[src/design/dispatch_cfg_pkg.sv]
// sizes are fixed at ten slots and three groups of three ports; slot index 15 is reserved as the empty marker
package dispatch_cfg_pkg;

  // decoded slots offered by rename each cycle
  localparam int NUM_SLOTS = 10;

  // wide enough for 0..9 plus the empty marker
  localparam int SLOT_IDX_W = 4;

  typedef logic [SLOT_IDX_W-1:0] slot_idx_t;

  localparam slot_idx_t NO_SLOT = slot_idx_t'(15);   // port carries nothing this cycle

  typedef logic [NUM_SLOTS-1:0] slot_mask_t;          // bit i stands for slot i

  // port layout, group g owns ports 3g .. 3g+2
  localparam int PORTS_PER_GROUP = 3;
  localparam int NUM_GROUPS = 3;
  localparam int NUM_PORTS = NUM_GROUPS * PORTS_PER_GROUP;

  // a group never takes more than three slots, so two bits hold the count
  typedef logic [1:0] pick_cnt_t;

endpackage

[src/design/dispatch_op_pkg.sv]
// slot classes cover loads, stores, ALU and shift only; vector, FPU and multiply ops do not exist here
package dispatch_op_pkg;

  // opcode class of one decoded slot, as delivered by decode
  typedef enum logic [2:0] {
    OP_NONE,   // empty slot or an op this stage does not dispatch
    OP_ALU,
    OP_SHIFT,
    OP_LOAD,
    OP_STORE
  } op_class_e;

  // rotation pointer of one port group, names the port that takes the next first pick
  typedef enum logic [1:0] {
    ROT_0,
    ROT_1,
    ROT_2
  } rot_e;

  // group numbers, ports of group g are g*3 + 0..2
  localparam int unsigned GRP_MEM = 0;     // loads and stores on ports 0..2
  localparam int unsigned GRP_ALU = 1;     // first three ALU ops on ports 3..5
  localparam int unsigned GRP_SHIFT = 2;   // shifts and ALU overflow on ports 6..8

endpackage

[src/design/slot_classifier.sv]
// purely combinational; ALU ops past the third spill into the shift group, no store priority
module slot_classifier
  import dispatch_cfg_pkg::*;
  import dispatch_op_pkg::*;
(
  input  op_class_e  slot_op [NUM_SLOTS],
  output slot_mask_t mem_req,
  output slot_mask_t alu_req,
  output slot_mask_t shift_req
);

  always_comb begin : classify
    logic [SLOT_IDX_W-1:0] alu_seen;

    alu_seen = '0;
    mem_req = '0;
    alu_req = '0;
    shift_req = '0;

    // walk the slots in order so the ALU count follows program order
    for (int i = 0; i < NUM_SLOTS; i++) begin
      case (slot_op[i])
        OP_LOAD, OP_STORE: begin
          mem_req[i] = 1'b1;
        end
        OP_ALU: begin
          if (alu_seen < PORTS_PER_GROUP) begin
            alu_req[i] = 1'b1;
          end else begin
            shift_req[i] = 1'b1;   // ALU ports full, shift units also execute ALU ops
          end
          alu_seen = alu_seen + 1'b1;
        end
        OP_SHIFT: begin
          shift_req[i] = 1'b1;
        end
        default: begin
        end
      endcase
    end
  end

  // a slot may ask one group only, otherwise the same op would issue on two ports
  no_overlap: assert final (
    ((mem_req & alu_req) == '0) &&
    ((mem_req & shift_req) == '0) &&
    ((alu_req & shift_req) == '0)
  ) else $error("slot requests more than one port group");

endmodule

[src/design/group_picker.sv]
// picks at most three slots per cycle in ascending slot order; the rest are retried upstream
module group_picker
  import dispatch_cfg_pkg::*;
(
  input  slot_mask_t req,
  output slot_idx_t  pick [PORTS_PER_GROUP],
  output pick_cnt_t  pick_cnt
);

  always_comb begin : find
    pick_cnt_t found;

    found = '0;
    for (int k = 0; k < PORTS_PER_GROUP; k++) begin
      pick[k] = NO_SLOT;   // unused picks stay empty
    end

    // lowest index first, stop filling once all three picks are taken
    for (int i = 0; i < NUM_SLOTS; i++) begin
      if (req[i] && (found < 2'd3)) begin
        pick[found] = slot_idx_t'(i);
        found = found + 1'b1;
      end
    end

    pick_cnt = found;   // popcount of req, saturated at three
  end

  // empty picks only trail the valid ones and valid picks keep slot order
  for (genvar k = 1; k < PORTS_PER_GROUP; k++) begin : g_order
    ascending: assert final (
      (pick[k] == NO_SLOT) ||
      ((pick[k-1] != NO_SLOT) && (pick[k-1] < pick[k]))
    ) else $error("pick %0d out of slot order", k);
  end

  // the rotator advances by pick_cnt, so it has to agree with what was actually placed
  cnt_match: assert final (
    $countones({pick[2] != NO_SLOT, pick[1] != NO_SLOT, pick[0] != NO_SLOT}) == pick_cnt
  ) else $error("pick_cnt disagrees with number of valid picks");

endmodule

[src/design/port_rotator.sv]
// pointers move one cycle after the picks that move them; stall freezes pointers, not outputs
module port_rotator
  import dispatch_cfg_pkg::*;
  import dispatch_op_pkg::*;
(
  input  logic      clk,
  input  logic      rst,
  input  logic      stall,
  input  slot_idx_t pick [NUM_GROUPS][PORTS_PER_GROUP],
  input  pick_cnt_t pick_cnt [NUM_GROUPS],
  output slot_idx_t port_slot [NUM_PORTS],
  output slot_mask_t slot_taken
);

  rot_e rot [NUM_GROUPS];

  // (r + n) mod 3, n is at most 3 so one correction step is enough
  function automatic rot_e rot_add(rot_e r, pick_cnt_t n);
    logic [2:0] sum;

    sum = {1'b0, r} + {1'b0, n};
    if (sum >= PORTS_PER_GROUP) begin
      sum = sum - 3'd3;
    end
    return rot_e'(sum[1:0]);
  endfunction

  always_comb begin : route
    rot_e pos;

    for (int p = 0; p < NUM_PORTS; p++) begin
      port_slot[p] = NO_SLOT;
    end
    slot_taken = '0;

    for (int g = 0; g < NUM_GROUPS; g++) begin
      for (int k = 0; k < PORTS_PER_GROUP; k++) begin
        pos = rot_add(rot[g], pick_cnt_t'(k));   // k-th pick lands k ports after the pointer
        port_slot[g * PORTS_PER_GROUP + pos] = pick[g][k];
        if (pick[g][k] != NO_SLOT) begin
          slot_taken[pick[g][k]] = 1'b1;
        end
      end
    end
  end

  always_ff @(posedge clk) begin
    if (rst) begin
      for (int g = 0; g < NUM_GROUPS; g++) begin
        rot[g] <= ROT_0;
      end
    end else if (!stall) begin
      // next cycle starts on the port after the last one used
      for (int g = 0; g < NUM_GROUPS; g++) begin
        rot[g] <= rot_add(rot[g], pick_cnt[g]);
      end
    end
  end

  for (genvar g = 0; g < NUM_GROUPS; g++) begin : g_check
    // encoding 3 would route the first pick into the next group's ports
    rot_legal: assert property (
      @(posedge clk) disable iff (rst)
      rot[g] inside {ROT_0, ROT_1, ROT_2}
    ) else $error("group %0d rotation pointer left its legal range", g);

    // picks shown during a stall are not issued, so the pointer must not move past them
    rot_hold: assert property (
      @(posedge clk) disable iff (rst)
      stall |=> $stable(rot[g])
    ) else $error("group %0d rotation pointer moved under stall", g);
  end

endmodule

[src/design/dispatch_top.sv]
// combinational from slot_op to port_slot and slot_taken; untaken slots are not held here and must be replayed
module dispatch_top
  import dispatch_cfg_pkg::*;
  import dispatch_op_pkg::*;
(
  input  logic       clk,
  input  logic       rst,
  input  logic       stall,
  input  op_class_e  slot_op [NUM_SLOTS],
  output slot_idx_t  port_slot [NUM_PORTS],
  output slot_mask_t slot_taken
);

  slot_mask_t req [NUM_GROUPS];                       // indexed by group number
  slot_idx_t  pick [NUM_GROUPS][PORTS_PER_GROUP];
  pick_cnt_t  pick_cnt [NUM_GROUPS];

  slot_classifier classifier_i (
    .slot_op   (slot_op),
    .mem_req   (req[GRP_MEM]),
    .alu_req   (req[GRP_ALU]),
    .shift_req (req[GRP_SHIFT])
  );

  // one picker per group, all three identical
  for (genvar g = 0; g < NUM_GROUPS; g++) begin : g_pick
    group_picker picker_i (
      .req      (req[g]),
      .pick     (pick[g]),
      .pick_cnt (pick_cnt[g])
    );
  end

  port_rotator rotator_i (
    .clk        (clk),
    .rst        (rst),
    .stall      (stall),
    .pick       (pick),
    .pick_cnt   (pick_cnt),
    .port_slot  (port_slot),
    .slot_taken (slot_taken)
  );

endmodule

[config.mk]
export PLATFORM = sky130hd
export DESIGN_NAME = dispatch_top
export DESIGN_NICKNAME = d
export VERILOG_FILES = /design/src/design/dispatch_cfg_pkg.sv /design/src/design/dispatch_op_pkg.sv /design/src/design/slot_classifier.sv /design/src/design/group_picker.sv /design/src/design/port_rotator.sv /design/src/design/dispatch_top.sv
export SDC_FILE = /design/constraint.sdc
export NUM_CORES = 1
export LEC_CHECK = 0
export ABC_AREA = 1
export BUFFER_PORTS_ARGS = -buffer_cell sky130_fd_sc_hd__buf_2
export CORE_UTILIZATION = 40
export DETAILED_ROUTE_END_ITERATION = 7
export PLACE_DENSITY = 0.57
export SYNTH_ARGS = -nofsm -noshare
export SYNTH_HDL_FRONTEND = slang
export SYNTH_SLANG_ARGS = --single-unit
[constraint.sdc]
create_clock -name clk -period 15 [get_ports clk]
set_clock_uncertainty 0.05 [all_clocks]
set_input_delay 3 -clock clk [delete_from_list [all_inputs] [get_ports clk]]
set_output_delay 3 -clock clk [all_outputs]
set_load 0.02 [all_outputs]
# After elaboration in Yosys (flattened, before gate mapping)
# Memories as Yosys holds them, arrays and structs flattened.
# Index checks and enable logic that the tools add are counted.
# totals
memories	1
ramBits	6
reg_bits	0
out_inout_bits	46
in_bits	33
# op_classes
addsub	62
bitwise	130
n_eq_ne	49
reduce_logical	82
magnitude_cmp	138
mux	250
# memory_table
name	words	width	read_ports	rd_clocked_by_memory_dff	write_ports	line	source
rotator_i.rot	3	2	3	0	3	port_rotator.sv:15	rot_e rot [NUM_GROUPS];
# ops
op	count
12-bit 2-to-1 mux	27
33-bit by 5-bit greater-or-equal comparator with 1-bit output (second input constant)	9
33-bit by 1-bit less-than comparator with 1-bit output (second input constant)	9
36-bit bitwise mux	8
4-bit demux with 2-bit select	27
32-bit NOT with 33-bit output	6
4-bit 2-to-1 mux	47
4-bit demux with 4-bit select	9
9-bit bitwise AND	12
9-bit NOT	12
2-bit NOT with 33-bit output	3
2-bit 2-to-1 mux	48
10-bit 2-to-1 mux	9
3-bit greater-or-equal comparator (second input constant)	27
3-bit by 1-bit less-than comparator with 1-bit output (second input constant)	27
10-bit bitwise OR	8
6-bit bitwise AND	12
1-bit logical AND	72
2-bit NOT with 3-bit output	24
6-bit NOT	12
6-bit bitwise OR	12
3-bit by 2-bit equality test with 1-bit output (second input constant)	20
1-bit 2-to-1 mux	57
2-bit by 1-bit adder with 2-bit output (second input constant)	24
29 further kinds	190

# Longest topological paths before layout
# logic_depth
depth_word	57
ltp_mapped	61
mapped_depth_nobuf	61

# Cells and area by module
# Synthesis repeated with hierarchy kept, for this count alone.
# unflattened
hier_cells	1455
area_unflattened_um2	8385.5
# modules_own_cells
mod	seq_area_each_um2	instances	cells_each	area_per_inst_um2
port_rotator	180.2	1	579	3000.4
group_picker (g_pick[0].picker_i ...)	0.0	2	210	1357.6
group_picker (g_pick[2].picker_i)	0.0	1	208	1363.8
slot_classifier	0.0	1	248	1306.3

# Worst setup path after synthesis
# OpenSTA, ideal clock, no wires.
# synth_path
path_kind	input-to-output
from	input port slot_op[27] in the netlist's numbering
to	output port slot_taken[2]
t_required_ns	11.950
setup_slack_ns	0.614
path_stages	53
t_arrival_ns	11.336
cell_sequence	nand2_1 > inv_1 > o21ai_0 > inv_1 > ha_1 > nand2_1 > nand2_1 > nor2_1 > a21oi_1 > inv_1 > ha_1 > nor2_8 > xor2_4 > inv_1 > ha_1 > nor4_1 > inv_1 > nand2_1 > (+17 left out) > a21oi_1 > nand2_1 > o21ai_0 > inv_1 > ha_1 > nor2_1 > and3_1 > nand2_1 > nand2_1 > inv_1 > nand2_1 > inv_1 > nand2_1 > o22ai_1 > a21oi_1 > nand2_1 > nor3_1 > nand2_1
# synth_between
elab_chain_cells	57
# synth_lines
element	line	source
from (decl)	dispatch_top.sv:9	input op_class_e slot_op [NUM_SLOTS],
parallel branches: the longest is 56 deep, another holds 4-bit by 1-bit adder with 4-bit output	--	
10-bit 2-to-1 mux (*)	port_rotator.sv:40	if (pick[g][k] != NO_SLOT) begin
to (decl)	dispatch_top.sv:11	output slot_mask_t slot_taken
# Every way passes the cells marked *.

==> run metrics <==
cell count after placement 1660; async set or reset register ratio after synthesis 0; die area 19400 sq um; most frequent cells in the layout 349 x nand2_1, 256 x inv_1, 141 x nor2_1; Routed Antenna Nets 0; fin crit period 14230 ps; CTS tree done; CP Launch Type input pin; Chip Height 139 um; crit-path max FO 10; Clock Path Buffers 2; first-pass GRT wire length 37700 um; RSZ-0062 raised after global routing false; slew margin rel. 0.520; CTS Buf Count 3; ys flop type edfxtp_1; all-layer global routing usage 0.237; largest net degree at the start of global routing 19; Highest Clock Rate 70.3 MHz; Worst setup EP type output pin; arrival time worst endpoint 11180 ps; most common cell after layout, fill and taps aside nand2_1; fin crit share 0.948; Pre-Repair DR Iteration Count 5; total number of vias 8542; Worst VDD drop 0.138 mV; antenna cells 0; leading area contributor after synthesis ha_1; number of global-route vias before repair 7982; initial antenna violation count 0; WP data required 11950 ps; average size of a mapped cell 5.63 sq um; Core Rows 49; Area Overhead vs Synth 15.0%; multi-input logic area between 6000 and 7000 sq um; RD Place Congestion 0.916; worst slew pin tran between 700 and 800 ps; Hold Path Class reg2reg; total I/O pin count 79; Total Wirelength ~23000 um; slowest stage delay, CP 510 ps; Critical Path Slowest Stage Cell fa_2; Leakage 4.86 nW; I/O Buffers ~80; clk root buf clkbuf_16; Skew-Pair Late Insertion Delay 240 ps; GRT overflow 0; final slew viol count 0; largest cells by area after synthesis ha_1 20%, nand2_1 18%, inv_1 13%, nor2_1 7.2%, nand3_1 6.3%; clk sinks 6; number of synthesized flops with an enable pin 6; die width 139 um; Cell variety after synth 56; depth of the CTS H-tree 1; Fin. Hold Viols 0; Yosys top cell area share 0.202; 1st-iter DRT viols 458; Largest Register rotator_i.rot; Layout fillers 2008; cell mode on critical path inv_1; max reg flops 6; share of post-route cells with drive strength above 1 0.155; YS warnings 0; Seq cells post-synth 6; P per Cell Area 201 nW/um^2; Largest regs rotator_i.rot (6); total of max-cap violations 0; wire length per cell 13.7 um; DRC violations left 0; Storage cell area 180 sq um; Final HPWL DP 19600 um; cells after synthesis 1339; Core Box Area around 18000 sq um; status completed; setup TNS 0 ps; Starting Density 0.414; total power 0.00174 W; Crit Path Category in2out; synthesized area 7540 sq um; average vias per placed instance ~5.1; Mapped Nets 1500; Non-Filler Instances 1677; Worst-path clk slew approximately 40 ps; Nets 1611; final setup vio count 0; sequential area share after synthesis 0.0239
logic make-up (layout without fill, tap and decap cells):
family	after synthesis	after routing	share of synthesized area
AOI/OAI and AO/OA	210	210	0.166
xor gates and xnor gates	21	21	0.0418
buffers and inverters	292	401	0.147
DFF	6	6	0.0239
adders and majority gates	128	128	0.218
and+or+nand+nor	682	682	0.403
where the power goes:
group	internal [W]	total [W]	switching, W
Clock	0.0000346	0.0000469	0.0000124
Sequential	0.0000307	0.0000399	0.00000914
Combinational	0.000562	0.00166	0.00109
critical path, delay by kind of cell:
kind / cells / cell delay [ps]
AND/OR/NAND/NOR: 25 / 3280
XOR/XNOR: 4 / 690
adder cells (fa/ha/maj): 9 / 2110
buffers and inverters: 18 / 1910
AO/OA/AOI/OAI: 1 / 180
worst paths after layout:
path	from	endpoint	slack, ps	cells past startpoint
max	slot_op[25]	port_slot[11]	770	57
max reg2reg	rotator_i.rot[0][0]	rotator_i.rot[0][0]	12850	8
min reg2reg	rotator_i.rot[0][2]	rotator_i.rot[0][2]	910	3
min	rotator_i.rot[0][2]	rotator_i.rot[0][2]	910	3
metal layers:
metal  up-vias  share of wire  global-route usage
met5         -              0                   0
met4         0          0.017              0.0404
met3        26          0.056              0.0262
met2       244           0.44               0.400
met1      3774           0.48               0.326
li1       4498              -                   -
repair_timing:
item	in CTS	in global routing
hold buffers	0	0
gates cloned	0	0
endpoints found under the setup margin	25	46
pin swaps	1	7
buffers inserted	1	13
resized for setup	3	29
cell usage after synthesis (3+ instances only):
cell,instances
o221ai_1,9
fa_1,6
a211oi_1,8
nand4_1,15
nand3b_1,4
nand2_1,353
nor2_2,7
o211ai_1,26
o21ai_0,73
clkinv_1,5
nand2_2,12
a31oi_1,5
and3_1,3
o22ai_1,21
nand3_4,3
nor2_1,144
ha_1,122
nand3_2,7
o21ai_1,17
nand2_4,3
inv_2,16
xor2_2,14
a21oi_1,37
o21ai_2,3
inv_1,257
xor2_1,5
clkbuf_1,9
edfxtp_1,6
nor3_1,18
or2_2,3
nand3_1,95
stage by stage:
step           cell area [sq um]   util  setup WS [ps]  hold WS, ps
3_3_place_gp                8360  0.459           -341          908
3_5_place_dp                8360  0.459           -275          902
6_report                    8670  0.476            773          911
2_1_floorplan               7540      -            614          836
4_1_cts                     8460  0.464           13.8          911
5_1_grt                     8670  0.476           32.9          935
layout make-up:
cell class,instances,share of cell area
multi-input combinational,1041,0.736
inverter,280,0.122
timing repair buffer,118,0.0796
tap,229,0.0330
sequential,6,0.0208
clock buffer,3,0.00865
Power figures use the tool's default switching activity.
